$ cat src/logic/cache_consts.svh
`ifndef CACHE_CONSTS_SVH
`define CACHE_CONSTS_SVH

// physical address split into tag, index and offset
`define CACHE_TAG_W     20
`define CACHE_INDEX_W   8
`define CACHE_OFFSET_W  4

// data path widths
`define CACHE_WORD_W    32
`define CACHE_WORDS     4
`define CACHE_LINE_W    128

// one strobe bit per byte of a word
`define CACHE_STRB_W    4

// sets per way
`define CACHE_SETS      256

`endif

$ cat src/logic/cache_pkg.sv
package cache_pkg;

    `include "cache_consts.svh"

    // address fields
    typedef logic [`CACHE_TAG_W-1:0]    tag_t;
    typedef logic [`CACHE_INDEX_W-1:0]  index_t;
    typedef logic [`CACHE_OFFSET_W-1:0] offset_t;

    // data
    typedef logic [`CACHE_WORD_W-1:0]   word_t;
    typedef logic [`CACHE_LINE_W-1:0]   line_t;
    typedef logic [`CACHE_STRB_W-1:0]   strb_t;

    typedef logic [$clog2(`CACHE_WORDS)-1:0] word_sel_t;
    typedef logic way_t;

    // main controller states
    typedef enum logic [2:0] {
        IDLE,
        LOOKUP,
        STORE,
        WRITEBACK,
        REFILL_REQ,
        REFILL,
        REREAD
    } cache_state_t;

endpackage

$ cat src/logic/cache_ctrl.sv
`timescale 1ns/1ps

module cache_ctrl
    import cache_pkg::*;
(
    input  logic      clk,
    input  logic      resetn,
    input  logic      valid,
    input  logic      op,
    input  index_t    index,
    input  tag_t      tag,
    input  offset_t   offset,
    input  strb_t     wstrb,
    input  word_t     wdata,
    input  logic      hit,
    input  way_t      hit_way,
    input  way_t      victim_way,
    input  logic      victim_dirty,
    input  logic      rd_rdy,
    input  logic      wr_rdy,
    input  logic      refill_done,
    output logic      addr_ok,
    output logic      data_ok,
    output logic      rd_req,
    output logic      wr_req,
    output index_t    array_index,
    output tag_t      req_tag,
    output word_sel_t word_sel,
    output way_t      access_way,
    output logic      store_en,
    output strb_t     store_wstrb,
    output word_t     store_wdata,
    output logic      refill_active
);

    cache_state_t state;
    cache_state_t state_next;

    // request buffer
    logic    buf_op;
    index_t  buf_index;
    tag_t    buf_tag;
    offset_t buf_offset;
    strb_t   buf_wstrb;
    word_t   buf_wdata;

    // way picked at lookup and kept until the request finishes
    way_t    way_q;

    logic    accept;

    assign accept = (state == IDLE) && valid;

    always_ff @(posedge clk)
    begin
        if (!resetn)
        begin
            state <= IDLE;
        end
        else
        begin
            state <= state_next;
        end
    end

    always_comb
    begin
        state_next = state;
        case (state)
            IDLE:
            begin
                if (valid)
                begin
                    state_next = LOOKUP;
                end
            end
            LOOKUP:
            begin
                if (hit)
                begin
                    state_next = buf_op ? STORE : IDLE;
                end
                else
                begin
                    state_next = victim_dirty ? WRITEBACK : REFILL_REQ;
                end
            end
            STORE:
            begin
                state_next = IDLE;
            end
            WRITEBACK:
            begin
                if (wr_rdy)
                begin
                    state_next = REFILL_REQ;
                end
            end
            REFILL_REQ:
            begin
                if (rd_rdy)
                begin
                    state_next = REFILL;
                end
            end
            REFILL:
            begin
                if (refill_done)
                begin
                    state_next = REREAD;
                end
            end
            // arrays settle, then look up again
            REREAD:
            begin
                state_next = LOOKUP;
            end
            default:
            begin
                state_next = IDLE;
            end
        endcase
    end

    always_ff @(posedge clk)
    begin
        if (accept)
        begin
            buf_op     <= op;
            buf_index  <= index;
            buf_tag    <= tag;
            buf_offset <= offset;
            buf_wstrb  <= wstrb;
            buf_wdata  <= wdata;
        end
    end

    always_ff @(posedge clk)
    begin
        if (!resetn)
        begin
            way_q <= 1'b0;
        end
        else if (state == LOOKUP)
        begin
            way_q <= hit ? hit_way : victim_way;
        end
    end

    assign addr_ok       = (state == IDLE);
    assign data_ok       = ((state == LOOKUP) && hit && !buf_op) || (state == STORE);
    assign rd_req        = (state == REFILL_REQ);
    assign wr_req        = (state == WRITEBACK);
    assign refill_active = (state == REFILL);

    // arrays see the new index while idle so lookup has data one cycle later
    assign array_index = (state == IDLE) ? index : buf_index;
    assign req_tag     = buf_tag;
    assign word_sel    = word_sel_t'(buf_offset >> 2);
    assign access_way  = (state == LOOKUP) ? hit_way : way_q;

    assign store_en    = (state == STORE);
    assign store_wstrb = buf_wstrb;
    assign store_wdata = buf_wdata;

endmodule

$ cat config.mk
export PLATFORM = sky130hd
export DESIGN_NAME = cache_ctrl
export DESIGN_NICKNAME = d
export VERILOG_FILES = /design/src/logic/cache_pkg.sv /design/src/logic/cache_ctrl.sv
export VERILOG_INCLUDE_DIRS = /design/src /design/src/logic
export SDC_FILE = /design/constraint.sdc
export NUM_CORES = 1
export LEC_CHECK = 0
export BUFFER_PORTS_ARGS = -buffer_cell sky130_fd_sc_hd__buf_4
export CAP_MARGIN = 15
export CORE_MARGIN = 2
export CORE_UTILIZATION = 45
export DETAILED_ROUTE_END_ITERATION = 8
export PLACE_DENSITY = 0.84
export SYNTH_ARGS = -nofsm -noshare
export SYNTH_HDL_FRONTEND = slang
export SYNTH_SLANG_ARGS = --single-unit
$ cat constraint.sdc
create_clock -name clk -period 4.69 [get_ports clk]
set_input_delay 1.1725 -clock clk [delete_from_list [all_inputs] [get_ports clk]]
set_output_delay 1.1725 -clock clk [all_outputs]
set_load 0.03 [all_outputs]
==> metrics.cfg <==
[worst_setup_path]
r2r_end = store_wdata[27]
reg2regPathDepth = 3
critPathMaxStageDelay_ns = 0.50
worstPathArrival_ns = 1.84
cp_data_required_time_ns = 3.52
worst-r2r-setup-slack_ns = 2.14
slowest_stage = nor3_4
path_cells = nor3_4 > mux2_2 > buf_4
end_kind = output pin
worstSetupPathType = flip-flop to output pin
crit_fanout = 13
regToRegStartpoint = state[2]
cp-start-kind = flip-flop

[clock_tree]
cts.sinks = 71
cts_hold_buf = 0
path_clk_slew_ns = 0.07
cts_buffer_depth = 2
postCtsSetupRepairBufs = 0
post_cts_resized = 0
root_buffer = clkbuf_8
htreeDepth = 3
cts_inserted_buffers = 9
cts_tree = yes
clock_latency_ns = 0.33

[synthesis]
synth_mux_area_share_pct = 4.52
yosys_warnings = 0
synth-simple-area-share_pct = 5.76
ys_top_cells_by_area = edfxtp_1 (83%), mux2_2 (3.7%), dfxtp_1 (3.3%)
ys_ff_latch = 71
synth_xor_area_share_pct = 0
synth.top_cell.area_share_pct = 82.6
syn-num-nets = 197
synthDistinctLibCells = 23
ys_seq_area_share_pct = 85.9
synthesis.instances = 118
netlist_area_sq_um = 2430
yosys.area.top_type = edfxtp_1
synth_fa_ha_area_share_pct = 0
syn_area_per_cell_sq_um = 20.6
synth_top_family_by_area = simple AND/OR/NAND/NOR gates
synth_compound_area_share_pct = 2.88

[global_route]
grt_pass1_vias = 1678
grt_pass1_wl_microns = 8820
grt_usage_pct = 20.2
grt-ovfl-total = 0
antenna_found_initial = 0
grt_max_degree = 36

[sta]
postLayoutSetupSlackWorst_ns = 1.67
hold_viol = 0
timing.final.crit_share_pct = 64.3
maxSlewViolCount = 0
slew_headroom_pct = 49.1
rsz0062_at_grt = no
hold_slack_ns = 0.513
setup_violations = 0
finClkSkew_ns = 0.0134
tns_ns = 0
fin_crit_ns = 3.02
tightest_slew_ns = 0.763
fmax_mhz = 332

[floorplanning]
start_util_pct = 47.1
fp.dieW_microns = 77.6
die_h_microns = 77.6
num_rows = 26
io_pins = 152
dieArea_sq_um = 6010
core-area_sq_um = 5170

[placement]
gp_congestion = 0.879
portBuffers = 149
placedInstanceArea_sq_um = 3630
post-dp-hpwl_microns = 4540
post-place-ws_ns = 1.80
dp_cells = 335

[worst_hold_path]
hold_path_end = way_q
min_path_type = flip-flop to flip-flop
hold_depth = 2
holdCritStartpoint = way_q

[route]
met1_length_microns = 2050
wl_met2_microns = 3270
via_per_inst = 4.76
ant_nets = 0
drt_iter0_drc = 107
routedWlPerCell_microns = 16.7
drtPass1Iterations = 4
wirelength_microns = 5850
routed-via-count = 1670
routed.top_layer = met4
drc = 0
wl_met3_microns = 382

[run]
maxCapViolations = 0

[status]
status = complete, no violations

[finish]
instances_no_fill = 351
fin_nets = 355
post-route-util_pct = 73.4
fin_area_sq_um = 3800
drive_gt1_share_pct = 61.9
syn2layout_area_growth_pct = 56.0
antennaDiodeCount = 0

[pwr]
ir_worst_vdd_uv = 272
finalPower_mw = 1.51
power_density_nw_per_um2 = 396
p_leak_nw = 1.59

-- kinds of logic after synthesis --
family / after synthesis
mux: 10
buf+inv: 5
flops: 71
compound gates: 10
simple gates: 22
-- layout by cell type (no fill, tap or decap), types with 2 or more instances in the layout --
cell type   Yosys  layout
a21oi_1         2       2
or3_1           2       2
inv_1           2       2
and2_1          3       2
buf_4           0     150
dfxtp_1         4       4
nor2b_1         4       4
clkinvlp_4      0       2
mux2_2          8       8
edfxtp_1       67      67
nor2_1          4       4
clkinv_1        0       2
mux2i_1         2       2
clkbuf_8        0       9
nand2b_1        5       5
o21ai_0         2       2
-- how the worst max path moves through the flow --
stage / endpoint / startpoint / slack, ns
finish: array_index[6] / state[2] / 1.67
global route: array_index[6] / state[2] / 1.56
CTS: array_index[6] / state[2] / 1.64
floorplan: buf_index[0] / valid / 1.51
detailed placement: array_index[6] / index[6] / 1.80
global placement: array_index[7] / index[7] / 1.81
-- critical path: cells and delay by family (launching register included) --
family                 cells  cell delay [ns]
buffers and inverters      1             0.17
flip-flops                 1             0.45
multiplexers               1             0.40
AND/OR/NAND/NOR            1             0.50
-- sequential cells by signal, summed over array words and instances, names as in the netlist --
| register | cells |
|---|---|
| store_wdata | 32 |
| buf_offset | 2 |
| req_tag | 20 |
| state | 3 |
| buf_index | 8 |
| store_wstrb | 4 |
| buf_op | 1 |
| way_q | 1 |
-- where the power goes --
part | leakage, nW | internal (mW) | switching (mW)
registers | 0.670 | 0.760 | 0.0200
clock network | 0.0778 | 0.189 | 0.218
logic | 0.840 | 0.130 | 0.189
total | 1.59 | 1.08 | 0.427
-- cell usage after synthesis --
| master | n |
|---|---|
| or3_1 | 2 |
| o221a_2 | 1 |
| inv_1 | 2 |
| o2bb2ai_1 | 1 |
| a21oi_1 | 2 |
| mux2i_1 | 2 |
| o21ai_0 | 2 |
| nand4b_1 | 1 |
| a211oi_1 | 1 |
| nor2b_1 | 4 |
| mux2_2 | 8 |
| and2_1 | 3 |
| buf_2 | 3 |
| a31oi_1 | 1 |
| edfxtp_1 | 67 |
| nor2_1 | 4 |
| dfxtp_1 | 4 |
| nand2b_1 | 5 |
| nor3_4 | 1 |
| nand3_1 | 1 |
| o41ai_1 | 1 |
| o31ai_1 | 1 |
| nand3b_1 | 1 |
-- cell type report --
type / instances / area [sq um]
sequential: 71 / 2090
tap: 70 / 87.6
timing repair buffer: 150 / 1130
clock inverter: 6 / 36.3
fill: 349 / 1370
inverter: 2 / 7.51
clock buffer: 10 / 128
multi-input combinational: 42 / 322
-- routing by layer --
layer / global-route usage, % / vias up
met2: 35.2 / 85
met5: 0 / -
li1: - / 773
met4: 10.2 / 0
met3: 5.70 / 12
met1: 22.6 / 800
Power figures use the tool's default switching activity.
