===== src/logic/cache_consts.svh =====
`ifndef CACHE_CONSTS_SVH
`define CACHE_CONSTS_SVH

// physical address split into tag, index and offset
`define CACHE_TAG_W     20
`define CACHE_INDEX_W   8
`define CACHE_OFFSET_W  4

// data path widths
`define CACHE_WORD_W    32
`define CACHE_WORDS     4
`define CACHE_LINE_W    128

// one strobe bit per byte of a word
`define CACHE_STRB_W    4

// sets per way
`define CACHE_SETS      256

`endif


===== src/logic/cache_pkg.sv =====
package cache_pkg;

    `include "cache_consts.svh"

    // address fields
    typedef logic [`CACHE_TAG_W-1:0]    tag_t;
    typedef logic [`CACHE_INDEX_W-1:0]  index_t;
    typedef logic [`CACHE_OFFSET_W-1:0] offset_t;

    // data
    typedef logic [`CACHE_WORD_W-1:0]   word_t;
    typedef logic [`CACHE_LINE_W-1:0]   line_t;
    typedef logic [`CACHE_STRB_W-1:0]   strb_t;

    typedef logic [$clog2(`CACHE_WORDS)-1:0] word_sel_t;
    typedef logic way_t;

    // main controller states
    typedef enum logic [2:0] {
        IDLE,
        LOOKUP,
        STORE,
        WRITEBACK,
        REFILL_REQ,
        REFILL,
        REREAD
    } cache_state_t;

endpackage


===== src/logic/refill_beat_counter.sv =====
`timescale 1ns/1ps
`include "cache_consts.svh"

module refill_beat_counter
    import cache_pkg::*;
(
    input  logic                    clk,
    input  logic                    resetn,
    input  logic                    refill_active,
    input  logic                    ret_valid,
    input  logic                    ret_last,
    output logic [`CACHE_WORDS-1:0] refill_bank_we,
    output logic                    refill_done
);

    word_sel_t beat;
    logic      take;

    assign take = refill_active && ret_valid;

    always_ff @(posedge clk)
    begin
        if (!resetn)
        begin
            beat <= '0;
        end
        else if (take)
        begin
            // restart for the next line once the last word is in
            beat <= ret_last ? '0 : beat + 1'b1;
        end
    end

    assign refill_bank_we = take ? (`CACHE_WORDS'(1) << beat) : '0;
    assign refill_done    = take && ret_last;

endmodule


===== config.mk =====
export PLATFORM = sky130hd
export DESIGN_NAME = refill_beat_counter
export DESIGN_NICKNAME = d
export VERILOG_FILES = /design/src/logic/cache_pkg.sv /design/src/logic/refill_beat_counter.sv
export VERILOG_INCLUDE_DIRS = /design/src /design/src/logic
export SDC_FILE = /design/constraint.sdc
export NUM_CORES = 1
export LEC_CHECK = 0
export ABC_AREA = 1
export ABC_CLOCK_PERIOD_IN_PS = 1400
export CAP_MARGIN = 30
export CORE_AREA = 2 2 39 41
export CTS_BUF_LIST = sky130_fd_sc_hd__clkbuf_4 sky130_fd_sc_hd__clkbuf_8 sky130_fd_sc_hd__clkbuf_16
export DETAILED_ROUTE_END_ITERATION = 12
export DIE_AREA = 0 0 41 43
export DONT_BUFFER_PORTS = 1
export HOLD_SLACK_MARGIN = 0.1
export PLACE_DENSITY = 0.3
export SKIP_LAST_GASP = 1
export SLEW_MARGIN = 20
export SYNTH_ARGS = -nofsm -noshare
export SYNTH_HDL_FRONTEND = slang
export SYNTH_SLANG_ARGS = --single-unit

===== constraint.sdc =====
create_clock -name clk -period 1.4 [get_ports clk]
set_input_delay 0.07 -clock clk [delete_from_list [all_inputs] [get_ports clk]]
set_output_delay 0.07 -clock clk [all_outputs]
set_load 0.1 [all_outputs]

==> flow_metrics.tcl, run 1 <==
set metrics [dict create \
    ys_ff_latch 2 \
    synth_cell_types 8 \
    post_drt_via_cell_ratio 3.66 \
    area_delta_synth_final_pct 103 \
    drc 0 \
    crit_required_ps 1570 \
    synth_top_family_by_area "simple AND/OR/NAND/NOR gates" \
    io_pins 10 \
    antenna_left 0 \
    port_buffers 0 \
    wire_per_inst_um 7.61 \
    cap_violations 0 \
    min_period_ps 1270 \
    synth_fa_ha_area_frac 0.270 \
    fp.dieW_um 41 \
    cts_max_path_buffers 2 \
    syn_inst 29 \
    cp-end-kind "register" \
    num_antenna_cells 0 \
    dp_hpwl_um 338 \
    status "finished, final reports clean" \
    initialDrtViolationCount 2 \
    fin_area_um2 375 \
    cts_max_level 1 \
    hold_buffers 3 \
    synth_most_common_cell "inv_1" \
    ys.flop_type "dfxtp_1" \
    clock-root-buffer "clkbuf_4" \
    synth.mux.area_fraction 0 \
    antenna_found_initial 0 \
    insertion_delay_ps 230 \
    seq_area_frac_synth 0.216 \
    hp-class "input pin to register" \
    yosys_warnings 0 \
    synth_edf_count 0 \
    powerDensity_nw_per_um2 776 \
    netlist.area_leader.share 0.270 \
    top_regs "beat (2)" \
    syn_nets 38 \
    layout-drive-gt1-share 0.350 \
    rsz0062_at_grt "no" \
    globalplace.congestion 0.709 \
    synth_top_area_cell "ha_1" \
    rows 14 \
    initial_core_util 0.134 \
    skew_ps 1.94 \
    async_flop_share 0 \
    finalSetupViolations 0 \
    fmax_ghz 0.787 \
    wl_um 426 \
    finalCritPeriodShare 0.907 \
    finalHoldViolCount 0 \
    cts_setup_buffers 0 \
    cp-start-kind "register" \
    yosys.area_share.simple 0.324 \
    dieArea_um2 1760 \
    synth_commonest_cells "8 x inv_1, 6 x nor2_1, 4 x ha_1, 4 x nand2_1" \
    clock_sinks 2 \
    synthXorXnorAreaFrac 0 \
    arrival_ps 1440 \
    die_y_um 43 \
    grt_pass1_wl_um 669 \
    tightest_slew_ps 272 \
    vdd_drop_max_mv 0.339 \
    first_pass_iters 2 \
    numCtsBuffers 3 \
    grt_max_degree 8 \
    fin_util 0.271 \
    core_um2 1380 \
    cts_resized 0 \
    clkTransAtPathRegs_ps 30 \
    hold_ws_ps 235 \
    path_class "register to register" \
    cp_max_fo 4 \
    largest_register_ffs 2 \
    nets 51 \
    gr-total-overflow 0 \
    vias 205 \
    synth_area_um2 185 \
    gr-usage-all-layers 0.0631 \
    slew_headroom 0.818 \
    dpl_cell_area_um2 323 \
    syn_avg_cell_area_um2 6.39 \
    synth_area_leaders "ha_1 27%, dfxtp_1 22%, inv_1 16%" \
    synth_compound_area_frac 0.0270 \
    grt_pass1_vias 197 \
    slew_viol_final 0 \
    regMostFlops "beat" \
    timing.setup.tns_ps 0 \
    leakagePower_nw 0.181 \
    cts_tree "built" \
]
path summary, 6_finish.rpt:
| check | startpoint | to | slack (ps) | cells after the start |
|---|---|---|---|---|
| worst min-delay path | ret_valid | beat[1] | 240 | 3 |
| worst min register to register | beat[1] | beat[1] | 630 | 4 |
| worst max-delay path | beat[0] | beat[0] | 130 | 5 |
| worst max register to register | beat[0] | beat[0] | 130 | 5 |
stage by stage:
step                power (mW)  std cells  setup WS [ps]
floorplan                0.131         29            247
global placement         0.153         50            366
detailed placement       0.154         50            327
CTS                      0.301         56            104
global route             0.312         56           53.4
finish                   0.291         56            130
critical path, stage by stage, from the launching register on:
cell and delay (ps):
dfxtp_1 370, inv_1 100, nand2_1 70, nand2_1 50, nor2_1 80, dlygate4sd3_1 540
where the power goes:
part / switching, mW / internal, mW
clock network: 0.0368 / 0.0949
logic: 0.0618 / 0.0327
registers: 0.00362 / 0.0613
layout by cell type, fill, tap and decap left out:
cell,synthesis,layout
clkbuf_4,0,3
buf_12,0,4
nand2_2,2,2
nand3_1,2,2
a21oi_1,1,1
dlygate4sd3_1,0,3
nor2_1,6,2
inv_1,8,8
dfxtp_1,2,2
nand2_1,4,4
nor2_4,0,4
buf_4,0,1
ha_1,4,4
kinds of logic (layout without fill, tap and decap cells):
kind of cell               after synthesis  in the layout
AOI/OAI and AO/OA                        1              1
adders and majority gates                4              4
buffers and inverters                    8             19
DFF                                      2              2
and+or+nand+nor                         14             14
layout make-up:
cell class              count  area (µm²)
fillers                   154        1010
flip-flops and latches      2        40.0
inverters                   8        30.0
repair buffers              8         118
multi-input cells          19         145
clock buffers               3        22.5
well taps                  16        20.0
per-layer routing:
metal / wire length (µm) / GRT usage
met1: 139 / 0.0478
met4: 15 / 0.100
met5: 0 / 0
met3: 29 / 0.0157
met2: 243 / 0.0938
Power figures use the tool's default switching activity.
==> run 2, diff against run 1 <==
==> constraint.sdc (replaced) <==
create_clock -name clk -period 1.4 [get_ports clk]
set_input_delay 0.07 -clock clk [delete_from_list [all_inputs] [get_ports clk]]
set_output_delay 0.07 -clock clk [all_outputs]
set_load 0.05 [all_outputs]
==> run 2 against run 1 <==
  * Die area stayed put
  * Via count fell by 2.9%
  * Hold slack worse by 110 ps
  * Highest routed layer is now met3
  * Largest power group unchanged
  * First-iteration DRC count down 100%
  * Core utilization fell by 4.9 points
==> flow_metrics.tcl, run 2 (synthesized netlist as in run 1, its figures left out) <==
set metrics [dict create \
    clkTransAtPathRegs_ps 30 \
    dieArea_um2 1760 \
    tightest_slew_ps 423 \
    slew_headroom 0.718 \
    grt_pass1_wl_um 717 \
    cts_max_level 1 \
    cts_setup_buffers 0 \
    finalSetupViolations 0 \
    initialDrtViolationCount 0 \
    hp-class "input pin to register" \
    grt_pass1_vias 207 \
    path_common_cell "dlygate4sd3_1" \
    fmax_ghz 0.785 \
    num_antenna_cells 0 \
    cp_max_fo 2 \
    nets 52 \
    path_class "input pin to register" \
    layout.cells.most_common "inv_1" \
    fp.dieW_um 41 \
    first_pass_iters 1 \
    cpPeakStageDelay_ps 570 \
    rows 14 \
    antenna_left 0 \
    final_cell_mix "8 x inv_1, 6 x nor2_1, 5 x dlygate4sd3_1" \
    holdCritStartpoint "ret_valid" \
    powerDensity_nw_per_um2 813 \
    cp-end-kind "register" \
    insertion_delay_ps 220 \
    numCtsBuffers 3 \
    timing.setup.tns_ps 0 \
    area_delta_synth_final_pct 66.2 \
    path_cells "dlygate4sd3_1, nand3_1, dlygate4sd3_1, nand2_1, nor2_1" \
    vias 199 \
    wl_um 427 \
    grt_max_degree 8 \
    gr-total-overflow 0 \
    slew_viol_final 0 \
    top_regs "beat (2)" \
    post_drt_via_cell_ratio 3.49 \
    cts_tree "built" \
    dp_hpwl_um 311 \
    min_period_ps 1270 \
    clock-root-buffer "clkbuf_4" \
    hold_buffers 5 \
    crit_start "ret_valid" \
    finalCritPeriodShare 0.910 \
    core_um2 1380 \
    dpl_cell_area_um2 235 \
    cp-start-kind "input pin" \
    crit_required_ps 1520 \
    fin_util 0.222 \
    antenna_found_initial 0 \
    reg2reg_from "beat[0]" \
    finalHoldViolCount 0 \
    port_buffers 0 \
    skew_ps 1.78 \
    cts_max_path_buffers 2 \
    arrival_ps 1390 \
    wire_per_inst_um 7.49 \
    io_pins 10 \
    regMostFlops "beat" \
    leakagePower_nw 0.168 \
    die_y_um 43 \
    cap_violations 0 \
    rsz0062_at_grt "no" \
    status "finished, final reports clean" \
    vdd_drop_max_mv 0.248 \
    clock_sinks 2 \
    fillers 168 \
    initial_core_util 0.134 \
    critPathSlowestCell "dlygate4sd3_1" \
    largest_register_ffs 2 \
    drc 0 \
    cts_resized 0 \
    layout-drive-gt1-share 0.220 \
    globalplace.congestion 0.722 \
    fin_area_um2 308 \
    gr-usage-all-layers 0.0660 \
]
[run 2: final cells by class]
type / instances / area, µm² / area share
multi-input cells: 19 / 115 / 0.374
repair buffers: 9 / 80.1 / 0.260
flip-flops and latches: 2 / 40.0 / 0.130
inverters: 8 / 30.0 / 0.0976
clock buffers: 3 / 22.5 / 0.0732
well taps: 16 / 20.0 / 0.0650
[run 2: per-stage QoR]
step	power [mW]	hold WS (ps)	setup WS, ps	instances
after floorplan	0.104	190	100	29
final	0.250	128	126	57
after CTS	0.260	128	152	57
after detailed placement	0.115	201	331	49
after global placement	0.115	198	355	49
after global routing	0.272	173	71.3	57
[run 2: report_power, final]
part / internal [mW] / leakage [nW] / total [mW] / switching, mW
combinational: 0.0230 / 0.137 / 0.0598 / 0.0369
clock: 0.0944 / 0.0138 / 0.126 / 0.0312
sequential: 0.0614 / 0.0165 / 0.0648 / 0.00342
total: 0.179 / 0.168 / 0.250 / 0.0715
[run 2: critical path: cells and delay by family]
kind / cells / cell delay (ps)
buffers and inverters: 2 / 1120
and+or+nand+nor: 3 / 190
[run 2: worst paths after layout]
kind | slack, ps | cells after the start | end
setup / recovery | 130 | 5 | beat[0]
setup reg to reg | 150 | 4 | beat[0]
hold / removal | 130 | 3 | beat[1]
hold reg to reg | 610 | 4 | beat[1]
[run 2: routing by layer]
| metal | GRT usage | wire length [µm] |
|---|---|---|
| met1 | 0.0508 | 168 |
| met2 | 0.100 | 240 |
| met3 | 0.0314 | 18 |
| met4 | 0.0800 | 0 |
| met5 | 0 | 0 |
